[config.mk]
export PLATFORM = sky130hd
export DESIGN_NAME = audio_loopback_top
export DESIGN_NICKNAME = d
export VERILOG_FILES = /design/src/audio_pkg.sv /design/src/sample_if.sv /design/src/i2s_timing_if.sv /design/src/i2s_clock_gen.sv /design/src/i2s_receiver.sv /design/src/volume_scaler.sv /design/src/i2s_transmitter.sv /design/src/audio_loopback_top.sv
export SDC_FILE = /design/constraint.sdc
export NUM_CORES = 1
export LEC_CHECK = 0
export ABC_AREA = 0
export BUFFER_PORTS_ARGS = -buffer_cell sky130_fd_sc_hd__buf_2
export CORE_MARGIN = 3
export CORE_UTILIZATION = 56
export DETAILED_ROUTE_END_ITERATION = 12
export PLACE_DENSITY_LB_ADDON = 0.15
export SLEW_MARGIN = 0
export SYNTH_ARGS = -nofsm -noshare
export SYNTH_HDL_FRONTEND = slang
export SYNTH_SLANG_ARGS = --single-unit
[constraint.sdc]
create_clock -name clk -period 2.5 [get_ports clk]
set_input_delay 0.5 -clock clk [delete_from_list [all_inputs] [get_ports clk]]
set_output_delay 0.5 -clock clk [all_outputs]
set_load 0.05 [all_outputs]
[src/audio_pkg.sv]
// ----------------------------------------------------------
// audio loopback package
// shared sample, slot and volume types and handshake states
// ----------------------------------------------------------

package audio_pkg;

  // ----------------------------------------------------------
  // frame geometry
  // ----------------------------------------------------------
  localparam int SAMPLE_W = 24;  // bits per audio sample
  localparam int SLOT_W   = 32;  // sclk periods per channel slot

  // signed pcm sample, MSB first on the wire
  typedef logic signed [SAMPLE_W-1:0] sample_t;

  // bit position inside one lrck slot
  typedef logic [$clog2(SLOT_W)-1:0] slot_pos_t;

  // ----------------------------------------------------------
  // volume control
  // ----------------------------------------------------------
  typedef logic [1:0] volume_t;  // {sw_1, sw_0}

  localparam volume_t VOL_FULL = 2'd3;  // no attenuation

  // ----------------------------------------------------------
  // four-phase source side
  // ----------------------------------------------------------
  typedef enum logic [1:0] {
    HS_IDLE,      // nothing offered
    HS_REQ,       // req high, waiting for ack
    HS_ACK_LOW    // req dropped, waiting for ack to fall
  } hs_state_t;

endpackage

[src/sample_if.sv]
// ----------------------------------------------------------
// sample channel between pipeline stages
// four-phase req/ack carrying one signed sample
// ----------------------------------------------------------
`timescale 1ns/10ps

interface sample_if import audio_pkg::*; ();

  logic    req;    // source offers data/right
  logic    ack;    // sink has taken them
  sample_t data;   // audio payload
  logic    right;  // high for the right channel

  // producing stage
  modport source (
    output req,
    output data,
    output right,
    input  ack
  );

  // consuming stage
  modport sink (
    input  req,
    input  data,
    input  right,
    output ack
  );

endinterface

[src/i2s_timing_if.sv]
// ----------------------------------------------------------
// i2s timing bundle
// sclk edge strobes, word select and bit position in slot
// ----------------------------------------------------------
`timescale 1ns/10ps

interface i2s_timing_if import audio_pkg::*; ();

  logic      sclk_rise;  // one clk after sclk goes high
  logic      sclk_fall;  // one clk after sclk goes low
  logic      lrck;       // 0 left slot, 1 right slot
  slot_pos_t bit_pos;    // current sclk period in slot

  modport source (
    output sclk_rise,
    output sclk_fall,
    output lrck,
    output bit_pos
  );

  modport sink (
    input sclk_rise,
    input sclk_fall,
    input lrck,
    input bit_pos
  );

endinterface

[src/i2s_clock_gen.sv]
// ----------------------------------------------------------
// i2s clock generator
// divides clk into sclk/lrck and tracks the slot bit position
// ----------------------------------------------------------
`timescale 1ns/10ps

module i2s_clock_gen import audio_pkg::*; #(
  parameter int SCLK_DIV = 4  // clk cycles per sclk, even and >= 4
) (
  input  logic               clk,
  input  logic               rst_n,
  output logic               sclk,
  output logic               lrck,
  i2s_timing_if.source       timing
);

  localparam int HALF_DIV = SCLK_DIV / 2;
  localparam int CNT_W    = (HALF_DIV > 1) ? $clog2(HALF_DIV) : 1;

  logic [CNT_W-1:0] div_cnt;  // clk cycles within one sclk phase
  logic             sclk_q;
  logic             lrck_q;
  logic             rise_q;
  logic             fall_q;
  slot_pos_t        pos_q;

  // ----------------------------------------------------------
  // sclk divider and slot counter
  // ----------------------------------------------------------
  always_ff @(posedge clk or negedge rst_n) begin
    if (!rst_n) begin
      div_cnt <= '0;
      sclk_q  <= 1'b0;
      lrck_q  <= 1'b0;
      rise_q  <= 1'b0;
      fall_q  <= 1'b0;
      pos_q   <= '0;
    end else begin
      rise_q <= 1'b0;
      fall_q <= 1'b0;
      if (div_cnt == CNT_W'(HALF_DIV - 1)) begin
        div_cnt <= '0;
        sclk_q  <= ~sclk_q;
        rise_q  <= ~sclk_q;  // going high
        fall_q  <= sclk_q;   // going low
        if (sclk_q) begin
          // new bit period starts on the falling edge
          if (pos_q == slot_pos_t'(SLOT_W - 1)) begin
            pos_q  <= '0;
            lrck_q <= ~lrck_q;  // next channel slot
          end else begin
            pos_q <= pos_q + 1'b1;
          end
        end
      end else begin
        div_cnt <= div_cnt + 1'b1;
      end
    end
  end

  assign sclk             = sclk_q;
  assign lrck             = lrck_q;
  assign timing.sclk_rise = rise_q;
  assign timing.sclk_fall = fall_q;
  assign timing.lrck      = lrck_q;
  assign timing.bit_pos   = pos_q;

  // a rise is always followed half a period later by a fall, never with it
  assert property (@(posedge clk) disable iff (!rst_n)
    rise_q |-> !fall_q ##HALF_DIV fall_q);

endmodule

[src/i2s_receiver.sv]
// ----------------------------------------------------------
// i2s receiver
// deserializes sdin and hands samples on with req/ack
// ----------------------------------------------------------
`timescale 1ns/10ps

module i2s_receiver import audio_pkg::*; (
  input  logic         clk,
  input  logic         rst_n,
  input  logic         sdin,
  i2s_timing_if.sink   timing,
  sample_if.source     out
);

  logic [SAMPLE_W-1:0] shift_q;     // incoming bits, MSB first
  logic                sample_done; // last sample bit just shifted in
  logic                in_window;   // bit_pos 1..SAMPLE_W
  hs_state_t           state;
  logic                req_q;
  sample_t             data_q;
  logic                right_q;

  assign in_window = (timing.bit_pos >= slot_pos_t'(1)) &&
                     (timing.bit_pos <= slot_pos_t'(SAMPLE_W));

  // ----------------------------------------------------------
  // deserializer
  // ----------------------------------------------------------
  always_ff @(posedge clk) begin
    if (timing.sclk_rise && in_window) begin
      shift_q <= {shift_q[SAMPLE_W-2:0], sdin};
    end
  end

  always_ff @(posedge clk or negedge rst_n) begin
    if (!rst_n) begin
      sample_done <= 1'b0;
    end else begin
      sample_done <= timing.sclk_rise &&
                     (timing.bit_pos == slot_pos_t'(SAMPLE_W));
    end
  end

  // payload held stable while req is up
  always_ff @(posedge clk) begin
    if (sample_done && state == HS_IDLE) begin
      data_q  <= sample_t'(shift_q);
      right_q <= timing.lrck;  // still inside the same slot
    end
  end

  // ----------------------------------------------------------
  // four-phase source
  // ----------------------------------------------------------
  always_ff @(posedge clk or negedge rst_n) begin
    if (!rst_n) begin
      state <= HS_IDLE;
      req_q <= 1'b0;
    end else begin
      case (state)
        HS_IDLE: begin
          if (sample_done) begin
            req_q <= 1'b1;
            state <= HS_REQ;
          end
        end
        HS_REQ: begin
          if (out.ack) begin
            req_q <= 1'b0;
            state <= HS_ACK_LOW;
          end
        end
        HS_ACK_LOW: begin
          if (!out.ack) begin
            state <= HS_IDLE;  // ready for the next slot
          end
        end
        default: begin
          req_q <= 1'b0;
          state <= HS_IDLE;
        end
      endcase
    end
  end

  assign out.req   = req_q;
  assign out.data  = data_q;
  assign out.right = right_q;

  // single buffer: downstream must finish within one slot
  assert property (@(posedge clk) disable iff (!rst_n)
    sample_done |-> state == HS_IDLE);

endmodule

[src/volume_scaler.sv]
// ----------------------------------------------------------
// volume stage
// switch synchronizer and arithmetic-shift attenuation
// ----------------------------------------------------------
`timescale 1ns/10ps

module volume_scaler import audio_pkg::*; (
  input  logic       clk,
  input  logic       rst_n,
  input  logic       sw_0,
  input  logic       sw_1,
  sample_if.sink     in,
  sample_if.source   out
);

  logic [1:0] sw_meta;   // first sync stage
  volume_t    volume;    // second stage, sw_1 is msb
  hs_state_t  state;
  logic       in_ack_q;
  logic       out_req_q;
  sample_t    data_q;
  logic       right_q;
  logic       take;      // new upstream sample this cycle

  // ----------------------------------------------------------
  // switch synchronizer
  // ----------------------------------------------------------
  always_ff @(posedge clk or negedge rst_n) begin
    if (!rst_n) begin
      sw_meta <= '0;
      volume  <= '0;
    end else begin
      sw_meta <= {sw_1, sw_0};
      volume  <= volume_t'(sw_meta);
    end
  end

  // only in idle, and not while still acking the previous one
  assign take = (state == HS_IDLE) && in.req && !in_ack_q;

  // attenuated payload, 0..3 bits of shift
  always_ff @(posedge clk) begin
    if (take) begin
      data_q  <= in.data >>> (VOL_FULL - volume);
      right_q <= in.right;
    end
  end

  // ----------------------------------------------------------
  // upstream sink / downstream source
  // ----------------------------------------------------------
  always_ff @(posedge clk or negedge rst_n) begin
    if (!rst_n) begin
      state     <= HS_IDLE;
      in_ack_q  <= 1'b0;
      out_req_q <= 1'b0;
    end else begin
      if (in_ack_q && !in.req) begin
        in_ack_q <= 1'b0;  // phase 4 upstream
      end
      case (state)
        HS_IDLE: begin
          if (take) begin
            out_req_q <= 1'b1;
            state     <= HS_REQ;
          end
        end
        HS_REQ: begin
          if (out.ack) begin
            out_req_q <= 1'b0;
            state     <= HS_ACK_LOW;
          end
        end
        HS_ACK_LOW: begin
          if (!out.ack) begin
            in_ack_q <= 1'b1;  // downstream done, release upstream
            state    <= HS_IDLE;
          end
        end
        default: begin
          out_req_q <= 1'b0;
          state     <= HS_IDLE;
        end
      endcase
    end
  end

  assign in.ack    = in_ack_q;
  assign out.req   = out_req_q;
  assign out.data  = data_q;
  assign out.right = right_q;

endmodule

[src/i2s_transmitter.sv]
// ----------------------------------------------------------
// i2s transmitter
// per-channel sample buffers serialized onto sdout
// ----------------------------------------------------------
`timescale 1ns/10ps

module i2s_transmitter import audio_pkg::*; (
  input  logic         clk,
  input  logic         rst_n,
  output logic         sdout,
  i2s_timing_if.sink   timing,
  sample_if.sink       in
);

  sample_t             buf_left;   // latest left sample
  sample_t             buf_right;  // latest right sample
  logic [SAMPLE_W-1:0] shift_q;
  logic                ack_q;
  logic                sdout_q;
  logic                in_window;

  assign in_window = (timing.bit_pos >= slot_pos_t'(1)) &&
                     (timing.bit_pos <= slot_pos_t'(SAMPLE_W));

  // ----------------------------------------------------------
  // sample buffers acked one cycle after req
  // ----------------------------------------------------------
  always_ff @(posedge clk or negedge rst_n) begin
    if (!rst_n) begin
      buf_left  <= '0;
      buf_right <= '0;
      ack_q     <= 1'b0;
    end else begin
      ack_q <= in.req;  // follows req both ways
      if (in.req && !ack_q) begin
        if (in.right) begin
          buf_right <= in.data;
        end else begin
          buf_left <= in.data;
        end
      end
    end
  end

  assign in.ack = ack_q;

  // ----------------------------------------------------------
  // serializer changing on sclk falling edges
  // ----------------------------------------------------------
  always_ff @(posedge clk or negedge rst_n) begin
    if (!rst_n) begin
      shift_q <= '0;
      sdout_q <= 1'b0;
    end else if (timing.sclk_fall) begin
      if (timing.bit_pos == '0) begin
        // lrck already switched, pick this slot's channel
        shift_q <= timing.lrck ? buf_right : buf_left;
        sdout_q <= 1'b0;  // one-bit delay after lrck edge
      end else if (in_window) begin
        sdout_q <= shift_q[SAMPLE_W-1];
        shift_q <= {shift_q[SAMPLE_W-2:0], 1'b0};
      end else begin
        sdout_q <= 1'b0;  // padding bits
      end
    end
  end

  assign sdout = sdout_q;

  // upstream must have seen ack low before raising a new req
  assert property (@(posedge clk) disable iff (!rst_n)
    $rose(in.req) |-> !$past(ack_q));

endmodule

[src/audio_loopback_top.sv]
// ----------------------------------------------------------
// audio loopback top level
// i2s adc in, switch-controlled volume, i2s dac out
// ----------------------------------------------------------
`timescale 1ns/10ps

module audio_loopback_top #(
  parameter int SCLK_DIV = 4  // clk cycles per sclk period
) (
  input  logic clk,
  input  logic rst_n,
  input  logic sdin,   // adc serial data
  input  logic sw_0,   // volume lsb
  input  logic sw_1,   // volume msb
  output logic sclk,   // shared bit clock
  output logic lrck,   // shared word clock
  output logic sdout   // dac serial data
);

  i2s_timing_if timing ();
  sample_if     rx_to_vol ();
  sample_if     vol_to_tx ();

  // ----------------------------------------------------------
  // bit and word clocks
  // ----------------------------------------------------------
  i2s_clock_gen #(
    .SCLK_DIV (SCLK_DIV)
  ) u_clock_gen (
    .clk    (clk),
    .rst_n  (rst_n),
    .sclk   (sclk),
    .lrck   (lrck),
    .timing (timing.source)
  );

  // ----------------------------------------------------------
  // adc -> volume -> dac
  // ----------------------------------------------------------
  i2s_receiver u_receiver (
    .clk    (clk),
    .rst_n  (rst_n),
    .sdin   (sdin),
    .timing (timing.sink),
    .out    (rx_to_vol.source)
  );

  volume_scaler u_volume (
    .clk   (clk),
    .rst_n (rst_n),
    .sw_0  (sw_0),
    .sw_1  (sw_1),
    .in    (rx_to_vol.sink),
    .out   (vol_to_tx.source)
  );

  i2s_transmitter u_transmitter (
    .clk    (clk),
    .rst_n  (rst_n),
    .sdout  (sdout),
    .timing (timing.sink),
    .in     (vol_to_tx.sink)
  );

endmodule

==> PnR_summary.wiki, run 1 <==
{| class="wikitable"
! Metric !! Value
|-
| Run status || finished, final reports clean
|-
| Total Negative Setup Slacks || 0 ps
|-
| Worst slew margin relative to its limit || 57.1%
|-
| Netlist area before placement || 6910 um^2
|-
| Overall via count from detail_route || 3358
|-
| Capture point of the critical path || u_transmitter.shift_q[14]$_DFFE_PN0P_
|-
| Clock Sink Count || 170
|-
| Async set or reset register ratio after synthesis || 56.5%
|-
| Longest individual stage delay on the worst path || 410 ps
|-
| Synthesized instance count || 424
|-
| Cell with the most instances after synthesis || sky130_fd_sc_hd__dfrtp_1
|-
| Number of buffers created by CTS || 17
|-
| Share of power burned in combinational logic || 1.6%
|-
| NumNets Final || 453
|-
| Total chip power || 0.00556 W
|-
| Worst slew pin tran || 643 ps
|-
| Initial Util || 58.8%
|-
| Post-synthesis sequential area ratio || 66.9%
|-
| Distinct cells, synth || 37
|-
| Post-CTS setup buffer count || 0
|-
| Register bit total from synthesis || 170
|-
| Total global routing overflow || 0
|-
| Minimum setup slack among reg-to-reg paths || 460 ps
|-
| Maximum clock frequency || 0.489 GHz
|-
| Area share of the leading cell type in the synthesized netlist || 34.8%
|-
| Number of cell rows || 39
|-
| Switching fraction of total power || 20.2%
|-
| Final critical delay including setup and external delays || 2040 ps
|-
| Clock power frac || 46.0%
|-
| Net switching power || 0.00112 W
|-
| Initial DRT Pass Iterations || 4
|-
| Critical Path Start || u_clock_gen.timing.bit_pos[1]$_DFFE_PN0P_
|-
| RSZ-0062 raised after global routing || false
|-
| Number of buffers between clock root and the deepest sink || 2
|-
| MaxCap Viol Count || 0
|-
| Antenna viol nets, final || 0
|-
| Number of I/O port buffers || 7
|-
| Leak pwr || 3.19 nW
|-
| Synth cell count leaders || sky130_fd_sc_hd__dfrtp_1 (96), sky130_fd_sc_hd__edfxtp_1 (74), sky130_fd_sc_hd__mux2_2 (73)
|-
| Period Utilization, post-route || 81.8%
|-
| Highest ir drop seen on vdd || 0.644 mV
|-
| Sequence of cells on the critical path || inv_1 > ha_1 > nor4_2 > a21boi_1 > o21ai_4 > buf_4 > mux2_2
|-
| Final Routed Wirelength || 10.3 mm
|-
| P&R area growth vs syn || 12.7%
|-
| Clock-pin slew of the registers on the worst-case setup and hold paths || 60 ps
|-
| Cell taking the most area after synthesis || sky130_fd_sc_hd__dfrtp_1
|-
| Die ar. || 13700 um^2
|-
| Synthesized Nets || 433
|-
| Critical path's top delay family || buffers and inverters
|-
| Post-CTS resize count || 0
|-
| Min Hold Slack || 110 ps
|-
| R2R Path End || u_transmitter.shift_q[14]$_DFFE_PN0P_
|-
| Path class of the lowest-slack min-delay path || primary input to asynchronous set/reset pin
|-
| FF-to-FF Start || u_clock_gen.timing.bit_pos[1]$_DFFE_PN0P_
|-
| Number of pins with negative max-slew slack in the final report || 0
|-
| DRC violations left || 0
|-
| Buffer cell driving the clock tree root || sky130_fd_sc_hd__clkbuf_16
|-
| Critical path arrival || 2340 ps
|-
| Number of hold buffers added after CTS || 0
|-
| Drt via density || 5.41
|-
| Final estimated routing congestion in global placement || 0.777
|-
| Routed length per instance || 16.6 um
|-
| Most common flop cell mapped by yosys || sky130_fd_sc_hd__dfrtp_1
|-
| Number of levels in the clock H-tree || 4
|-
| Max Fanout on Critical Path || 24
|-
| Worst R2R Path Depth || 7
|-
| Vias in the first global route || 3473
|-
| Number of warning messages in the yosys log || 0
|-
| Antenna diode instance count || 0
|-
| Average cell area after synthesis || 16.3 um^2
|-
| Type of origin of the critical path || flip-flop
|-
| Proportion of layout cells with a drive suffix above 1 || 33.7%
|-
| Number of enable flip-flop cells after synthesis || 74
|-
| Pin count of the biggest net entering global routing || 52
|-
| Setup Crit Path Kind || flip-flop to flip-flop
|-
| # IOs || 8
|-
| First-pass GRT wire length || 17.7 mm
|-
| Cell depth of the worst setup path || 7
|-
| CTS tree || done
|-
| Final hold violation count || 0
|-
| Worst setup skew after layout || 7.09 ps
|-
| Critical path buffer and inverter count || 2
|-
| Clock insertion delay at the later pin of the skew report || 420 ps
|-
| Width of the chip || 117 um
|-
| Overall track demand over capacity in global routing || 17.3%
|-
| Core outline area || 11800 um^2
|-
| Die height || 117 um
|-
| Cell with the biggest individual delay on the critical path || sky130_fd_sc_hd__dfrtp_1
|-
| Number of antenna violations at the first check in global routing || 0
|-
| Pwr Density || 713 nW/um^2
|-
| Cell types with the largest area share after synthesis || sky130_fd_sc_hd__dfrtp_1 (35%), sky130_fd_sc_hd__edfxtp_1 (32%), sky130_fd_sc_hd__mux2_2 (12%)
|-
| DPL Wire Length || 6.70 mm
|-
| Critical path capture point type || flip-flop
|-
| DRT iter0 DRCs || 165
|-
| Proportion of power drawn by flip-flops and latches || 52.4%
|-
| Final-report setup violation count || 0
|-
| Int Power || 0.00444 W
|-
| Data required, critical path || 2800 ps
|}
## per-layer routing
layer	vias to the layer above	GRT usage (%)	part of all wire, %
li1	1616	-	-
met1	1694	25.0	48
met2	39	25.3	47
met3	9	4.83	3.2
met4	0	7.11	1.4
met5	-	0	0
## how the worst min path moves through the flow
stage,from,endpoint,slack (ps),cells after the start
after floorplan,rst_n,u_clock_gen.div_cnt$_DFF_PN0_,200,0
after global placement,u_volume.sw_meta[0]$_DFF_PN0_,u_volume.volume[0]$_DFF_PN0_,330,0
after detailed placement,u_volume.sw_meta[1]$_DFF_PN0_,u_volume.volume[1]$_DFF_PN0_,330,0
after CTS,rst_n,u_transmitter.buf_right[6]$_DFFE_PN0P_,120,1
after global routing,rst_n,u_transmitter.shift_q[0]$_DFFE_PN0P_,150,1
final,rst_n,u_clock_gen.timing.bit_pos[4]$_DFFE_PN0P_,110,1
## cell families (layout without fill, tap and decap cells)
logic type	after synthesis	in the layout	share of synthesized area [%]
AOI/OAI and AO/OA	42	42	3.51
xor gates and xnor gates	3	3	0.380
adders and majority gates	4	4	0.724
buffers and inverters	29	62	2.10
DFF	170	170	66.9
muxes	121	121	22.7
and+or+nand+nor	55	55	3.71
## power by group through the flow
stage	Sequential, W	Combinational, W	Clock [W]
final	0.00291	0.0000871	0.00256
after global routing	0.00291	0.0000995	0.00273
after CTS	0.00291	0.0000916	0.00263
after detailed placement	0.00297	0.0000912	0
after global placement	0.00297	0.0000888	0
after floorplan	0.00296	0.0000485	0
## sequential cells by signal, indices dropped and copies added, names as in the netlist, 5 cells and up
register                    count
u_clock_gen.timing.bit_pos      5
u_transmitter.shift_q          24
u_transmitter.buf_left         24
u_transmitter.buf_right        24
u_receiver.out.data            24
u_volume.out.data              24
u_receiver.shift_q             24
## final cells by class
class / count / area, um^2
flip-flops and latches: 170 / 4620
fillers: 824 / 3970
multi-input cells: 225 / 2180
clock buffers: 17 / 425
well taps: 164 / 205
clock inverters: 15 / 165
repair buffers: 21 / 155
inverters: 9 / 33.8
## layout by cell type, fill, tap and decap left out, drive strengths merged, types with 2 or more instances in the layout
master,count
dfrtp,96
edfxtp,74
mux2,74
nor2,32
mux2i,26
a21oi,24
mux4,21
buf,21
clkbuf,17
inv,15
nand2,12
o21ai,10
ha,4
clkinv,4
clkinvlp,3
nor3b,2
nand2b,2
xnor2,2
bufinv,2
a21boi,2
## per-stage QoR
| stage | cells | setup slack [ps] | instance area, um^2 | utilization [%] |
|---|---|---|---|---|
| floorplan | 424 | 369 | 6920 | - |
| global placement | 589 | 581 | 7200 | 61.2 |
| detailed placement | 589 | 476 | 7200 | 61.2 |
| CTS | 621 | 453 | 7790 | 66.3 |
| global route | 621 | 330 | 7790 | 66.3 |
| finish | 621 | 456 | 7790 | 66.3 |
## worst reg2reg max path: cells and delay by family (launching register included)
kind | cells | cell delay (ps)
flops | 1 | 410
simple gates | 1 | 220
fa+ha+maj | 1 | 190
buf+inv | 2 | 420
mux | 1 | 400
compound gates | 2 | 280
Note: power is estimated with default switching activity, not from simulation.
==> run 2, diff against run 1 <==
--- a/config.mk
+++ b/config.mk
@@ -8,7 +8,7 @@
 export ABC_AREA = 0
 export BUFFER_PORTS_ARGS = -buffer_cell sky130_fd_sc_hd__buf_2
 export CORE_MARGIN = 3
-export CORE_UTILIZATION = 56
+export CORE_UTILIZATION = 57
 export DETAILED_ROUTE_END_ITERATION = 12
 export PLACE_DENSITY_LB_ADDON = 0.15
 export SLEW_MARGIN = 0
==> constraint.sdc (replaced) <==
create_clock -name clk -period 2.05 [get_ports clk]
set_input_delay 0.41 -clock clk [delete_from_list [all_inputs] [get_ports clk]]
set_output_delay 0.41 -clock clk [all_outputs]
set_load 0.05 [all_outputs]
==> PnR_summary.wiki, run 2 (same netlist as run 1, synthesis figures left out) <==
{| class="wikitable"
! Metric !! Value
|-
| Pre-CTS worst setup slack || 145 ps
|-
| Final hold violation count || 0
|-
| Min Hold Slack || 27.5 ps
|-
| Maximum clock frequency || 0.532 GHz
|-
| DRC violations left || 0
|-
| First-pass GRT wire length || 17.4 mm
|-
| Run status || finished, final reports clean
|-
| Clock Sink Count || 170
|-
| Clock-pin slew of the registers on the worst-case setup and hold paths || 60 ps
|-
| Overall via count from detail_route || 3361
|-
| Most frequent standard cell in the layout excluding fill and tap cells || sky130_fd_sc_hd__dfrtp_1
|-
| Highest ir drop seen on vdd || 0.696 mV
|-
| Number of buffers created by CTS || 17
|-
| Final Routed Wirelength || 10.1 mm
|-
| Initial Util || 59.5%
|-
| Antenna diode instance count || 0
|-
| Number of levels in the clock H-tree || 4
|-
| Critical Path Start || u_clock_gen.timing.bit_pos[1]$_DFFE_PN0P_
|-
| DPL Wire Length || 6.33 mm
|-
| Switching fraction of total power || 19.4%
|-
| Number of antenna violations at the first check in global routing || 0
|-
| Buffer cell driving the clock tree root || sky130_fd_sc_hd__clkbuf_16
|-
| Data required, critical path || 2360 ps
|-
| Total global routing overflow || 0
|-
| Count of placed standard cells including taps || 566
|-
| Final Instance Count excl. Fillers || 598
|-
| Vias in the first global route || 3434
|-
| Post-CTS setup buffer count || 0
|-
| RSZ-0062 raised after global routing || false
|-
| Final-report setup violation count || 0
|-
| Int Power || 0.00546 W
|-
| Period Utilization, post-route || 91.7%
|-
| Setup slack of the critical path after layout || 169 ps
|-
| Final critical delay including setup and external delays || 1880 ps
|-
| Overall track demand over capacity in global routing || 17.7%
|-
| Minimum setup slack among reg-to-reg paths || 170 ps
|-
| Critical path capture point type || flip-flop
|-
| Type of origin of the critical path || flip-flop
|-
| DRT iter0 DRCs || 203
|-
| Share of power burned in combinational logic || 1.6%
|-
| Die height || 116 um
|-
| FF-to-FF Start || u_clock_gen.timing.bit_pos[1]$_DFFE_PN0P_
|-
| Number of cell rows || 39
|-
| Final estimated routing congestion in global placement || 0.751
|-
| Worst slew margin relative to its limit || 66.7%
|-
| Number of pins with negative max-slew slack in the final report || 0
|-
| Worst setup skew after layout || 7.13 ps
|-
| Total Negative Setup Slacks || 0 ps
|-
| Critical path arrival || 2190 ps
|-
| Number of buffers between clock root and the deepest sink || 2
|-
| MaxCap Viol Count || 0
|-
| Antenna viol nets, final || 0
|-
| R2R Path End || u_transmitter.shift_q[12]$_DFFE_PN0P_
|-
| Clock power frac || 46.0%
|-
| Final core occ || 67.3%
|-
| # IOs || 8
|-
| Number of hold buffers added after CTS || 0
|-
| Post-CTS resize count || 0
|-
| Net switching power || 0.00131 W
|-
| Leading cell types in the layout, fill and taps excluded || sky130_fd_sc_hd__dfrtp_1 (96), sky130_fd_sc_hd__edfxtp_1 (74), sky130_fd_sc_hd__mux2_2 (73), sky130_fd_sc_hd__nor2_1 (31), sky130_fd_sc_hd__mux2i_1 (26)
|-
| Die ar. || 13500 um^2
|-
| NumNets Final || 451
|-
| Proportion of layout cells with a drive suffix above 1 || 32.7%
|-
| P&R area growth vs syn || 13.0%
|-
| Drt via density || 5.62
|-
| Path class of the lowest-slack min-delay path || primary input to asynchronous set/reset pin
|-
| Routed length per instance || 16.9 um
|-
| Setup Crit Path Kind || flip-flop to flip-flop
|-
| Pwr Density || 868 nW/um^2
|-
| Max Fanout on Critical Path || 24
|-
| Width of the chip || 116 um
|-
| Worst R2R Path Depth || 7
|-
| CTS tree || done
|-
| Core outline area || 11600 um^2
|-
| Worst slew pin tran || 494 ps
|-
| Clock insertion delay at the later pin of the skew report || 430 ps
|-
| Number of I/O port buffers || 7
|-
| Pin count of the biggest net entering global routing || 97
|-
| Leak pwr || 3.21 nW
|-
| Proportion of power drawn by flip-flops and latches || 52.4%
|-
| Initial DRT Pass Iterations || 4
|}
## run 2: changes by cell type in the layout (fill, tap and decap cells not counted)
cell and delta:
sky130_fd_sc_hd__inv_6 -3, sky130_fd_sc_hd__buf_4 -7, sky130_fd_sc_hd__inv_8 -1, sky130_fd_sc_hd__clkinv_4 +1, sky130_fd_sc_hd__clkinvlp_4 -3, sky130_fd_sc_hd__nor2_4 +1
sky130_fd_sc_hd__inv_4 +1, sky130_fd_sc_hd__buf_12 +5, sky130_fd_sc_hd__nor2b_2 +1, sky130_fd_sc_hd__nor2b_1 -1, sky130_fd_sc_hd__nor2_2 -1, sky130_fd_sc_hd__clkbuf_8 +2
sky130_fd_sc_hd__clkinv_2 -1, sky130_fd_sc_hd__clkbuf_1 +4
## run 2: worst max-delay path by stage
stage                                             to  slack, ps  depth (start not counted)
2_1_floorplan         u_volume.out.data[0]$_DFFE_PP_         90                          3
3_3_place_gp        u_receiver.shift_q[21]$_DFFE_PP_        200                          6
3_5_place_dp         u_receiver.shift_q[1]$_DFFE_PP_        150                          6
4_1_cts             u_receiver.shift_q[23]$_DFFE_PP_        120                          6
5_1_grt        u_transmitter.shift_q[14]$_DFFE_PN0P_         60                          7
6_report       u_transmitter.shift_q[12]$_DFFE_PN0P_        170                          7
## run 2: area by class of cell
cell class,count,area (um^2)
clock buffers,23,468
flip-flops and latches,170,4620
repair buffers,19,203
inverters,9,33.8
multi-input cells,225,2190
well taps,143,179
clock inverters,9,115
fillers,785,3800
## run 2: per-layer routing
metal	vias to the layer above	global-route usage, %	share of wire (%)	wire length, um
met3	14	6.32	3.2	323
met5	-	0	0	0
li1	1615	-	-	-
met1	1703	24.8	50	5050
met2	29	25.5	45	4530
met4	0	7.35	2.0	201
## run 2: power groups by stage
stage          clock, W  combinational, W  sequential (W)
2_1_floorplan         0         0.0000591         0.00361
3_3_place_gp          0          0.000111         0.00362
3_5_place_dp          0          0.000113         0.00362
4_1_cts         0.00320          0.000113         0.00355
5_1_grt         0.00333          0.000124         0.00355
6_report        0.00312          0.000108         0.00355
## run 2: through the flow
| step | power (W) | area, um^2 |
|---|---|---|
| floorplan | 0.00367 | 6930 |
| global placement | 0.00373 | 7230 |
| detailed placement | 0.00373 | 7230 |
| CTS | 0.00686 | 7810 |
| global route | 0.00700 | 7810 |
| finish | 0.00678 | 7810 |
## run 2: worst max-delay path, cell delays in order, from the launching register on
cell	delay, ps
sky130_fd_sc_hd__dfrtp_1	430
sky130_fd_sc_hd__inv_1	100
sky130_fd_sc_hd__ha_1	200
sky130_fd_sc_hd__nor4_2	180
sky130_fd_sc_hd__a21boi_1	140
sky130_fd_sc_hd__o21ai_4	160
sky130_fd_sc_hd__buf_12	190
sky130_fd_sc_hd__mux2_2	340
==> run 3, diff against run 2 <==
--- a/config.mk
+++ b/config.mk
@@ -9,6 +9,7 @@
 export BUFFER_PORTS_ARGS = -buffer_cell sky130_fd_sc_hd__buf_2
 export CORE_MARGIN = 3
 export CORE_UTILIZATION = 57
+export CTS_BUF_LIST = sky130_fd_sc_hd__clkbuf_8
 export DETAILED_ROUTE_END_ITERATION = 12
 export PLACE_DENSITY_LB_ADDON = 0.15
 export SLEW_MARGIN = 0
==> PnR_summary.wiki, run 3 (same netlist as run 1, synthesis figures left out) <==
{| class="wikitable"
! Metric !! Value
|-
| Run status || finished, final reports clean
|-
| DPL Wire Length || 6.33 mm
|-
| Clock-pin slew of the registers on the worst-case setup and hold paths || 80 ps
|-
| Longest individual stage delay on the worst path || 430 ps
|-
| Pwr Density || 777 nW/um^2
|-
| Setup slack of the critical path after layout || 168 ps
|-
| Number of cell rows || 39
|-
| Pin count of the biggest net entering global routing || 97
|-
| Final hold violation count || 0
|-
| Maximum clock frequency || 0.531 GHz
|-
| Critical path capture point type || flip-flop
|-
| Met1 GRT Util || 24.5%
|-
| Critical path arrival || 2200 ps
|-
| Count of placed standard cells including taps || 566
|-
| Initial Util || 59.5%
|-
| Proportion of layout cells with a drive suffix above 1 || 32.7%
|-
| Final estimated routing congestion in global placement || 0.751
|-
| Total global routing overflow || 0
|-
| Data required, critical path || 2370 ps
|-
| Pre-CTS worst setup slack || 145 ps
|-
| Initial DRT Pass Iterations || 4
|-
| DRT iter0 DRCs || 164
|-
| Number of buffers created by CTS || 17
|-
| NumNets Final || 451
|-
| CTS tree || done
|-
| Clock Sink Count || 170
|-
| Overall track demand over capacity in global routing || 17.1%
|-
| Setup Crit Path Kind || flip-flop to flip-flop
|-
| Period Utilization, post-route || 91.8%
|-
| Most heavily used metal layer in global routing || met2
|-
| P&R area growth vs syn || 10.3%
|-
| Leading cell types in the layout, fill and taps excluded || sky130_fd_sc_hd__dfrtp_1 (96), sky130_fd_sc_hd__edfxtp_1 (74), sky130_fd_sc_hd__mux2_2 (73), sky130_fd_sc_hd__nor2_1 (31), sky130_fd_sc_hd__mux2i_1 (26)
|-
| First-pass GRT wire length || 17.1 mm
|-
| Max Fanout on Critical Path || 24
|-
| Type of origin of the critical path || flip-flop
|-
| Highest ir drop seen on vdd || 0.797 mV
|-
| Die height || 116 um
|-
| Antenna viol nets, final || 0
|-
| Antenna diode instance count || 0
|-
| Number of hold buffers added after CTS || 0
|-
| Number of buffers between clock root and the deepest sink || 2
|-
| Total Negative Setup Slacks || 0 ps
|-
| Number of antenna violations at the first check in global routing || 0
|-
| Sequence of cells on the critical path || inv_1 > ha_1 > nor4_2 > a21boi_1 > o21ai_4 > buf_12 > mux2_2
|-
| Final critical delay including setup and external delays || 1880 ps
|-
| Path class of the lowest-slack min-delay path || primary input to asynchronous set/reset pin
|-
| Leak pwr || 3.14 nW
|-
| RSZ-0062 raised after global routing || false
|-
| Number of levels in the clock H-tree || 4
|-
| Final Routed Wirelength || 9.92 mm
|-
| Met3 usage in global routing || 5.60%
|-
| Drt via density || 5.63
|-
| Width of the chip || 116 um
|-
| Die ar. || 13500 um^2
|-
| Met2 Usage GRT || 25.1%
|-
| # IOs || 8
|-
| Worst setup skew after layout || 9.38 ps
|-
| Post-CTS setup buffer count || 0
|-
| Worst slew pin tran || 491 ps
|-
| MaxCap Viol Count || 0
|-
| Clock insertion delay at the later pin of the skew report || 440 ps
|-
| Most frequent standard cell in the layout excluding fill and tap cells || sky130_fd_sc_hd__dfrtp_1
|-
| DRC violations left || 0
|-
| Buffer cell driving the clock tree root || sky130_fd_sc_hd__clkbuf_8
|-
| Vias in the first global route || 3440
|-
| Final-report setup violation count || 0
|-
| Post-route cell area || 7620 um^2
|-
| Number of I/O port buffers || 7
|-
| Cell with the biggest individual delay on the critical path || sky130_fd_sc_hd__dfrtp_1
|-
| Number of pins with negative max-slew slack in the final report || 0
|-
| Overall via count from detail_route || 3365
|-
| Final core occ || 65.6%
|-
| Routed length per instance || 16.6 um
|-
| Critical path buffer and inverter count || 2
|-
| Worst slew margin relative to its limit || 66.9%
|-
| Core outline area || 11600 um^2
|-
| Post-CTS resize count || 0
|-
| Final Instance Count excl. Fillers || 598
|-
| Cell Area, Placed || 7230 um^2
|-
| Critical path's top delay family || flip-flops
|}
-- run 3: cell types whose count changed in the layout (fill, tap and decap cells not counted), sizes merged --
| cell | delta |
|---|---|
| clkbuf | -4 |
| inv | +4 |
-- run 3: stage by stage --
step	total power [W]	hold slack (ps)
final	0.00592	11.7
after global routing	0.00614	23.7
after CTS	0.00598	15.4
after detailed placement	0.00373	339
after global placement	0.00373	335
after floorplan	0.00367	114
-- run 3: final timing paths --
kind,from,endpoint,slack [ps],cells past startpoint
worst max-delay path,u_clock_gen.timing.bit_pos[1]$_DFFE_PN0P_,u_transmitter.shift_q[12]$_DFFE_PN0P_,170,7
worst min-delay path,rst_n,u_clock_gen.timing.bit_pos[0]$_DFFE_PN0P_,10,2
worst max register to register,u_clock_gen.timing.bit_pos[1]$_DFFE_PN0P_,u_transmitter.shift_q[12]$_DFFE_PN0P_,170,7
worst min register to register,u_volume.sw_meta[0]$_DFF_PN0_,u_volume.volume[0]$_DFF_PN0_,350,0
max in group asynchronous,rst_n,u_transmitter.buf_left[15]$_DFFE_PN0P_,1660,2
min in group clk,sw_0,u_volume.sw_meta[0]$_DFF_PN0_,70,1
-- run 3: final cells by class --
type	count	area [um^2]
clock buffers	19	262
clock inverters	13	130
fillers	823	3990
inverters	9	33.8
multi-input cells	225	2190
flip-flops and latches	170	4620
well taps	143	179
repair buffers	19	203
-- run 3: per-layer routing --
metal  part of all wire [%]  up-vias
met5                      0        -
li1                       -     1610
met2                     45       36
met4                   0.95        0
met3                    3.2        8
met1                     50     1711
-- run 3: worst register-to-register path, cell delays in order, from the launching register on --
cell	delay (ps)
sky130_fd_sc_hd__dfrtp_1	430
sky130_fd_sc_hd__inv_1	100
sky130_fd_sc_hd__ha_1	200
sky130_fd_sc_hd__nor4_2	180
sky130_fd_sc_hd__a21boi_1	140
sky130_fd_sc_hd__o21ai_4	160
sky130_fd_sc_hd__buf_12	200
sky130_fd_sc_hd__mux2_2	350
-- run 3: where the power goes --
part           internal, W  switching [W]  total (W)
Sequential         0.00354     0.00000511    0.00354
Combinational    0.0000493      0.0000587   0.000108
Clock              0.00114        0.00113    0.00227
Total              0.00473        0.00119    0.00592
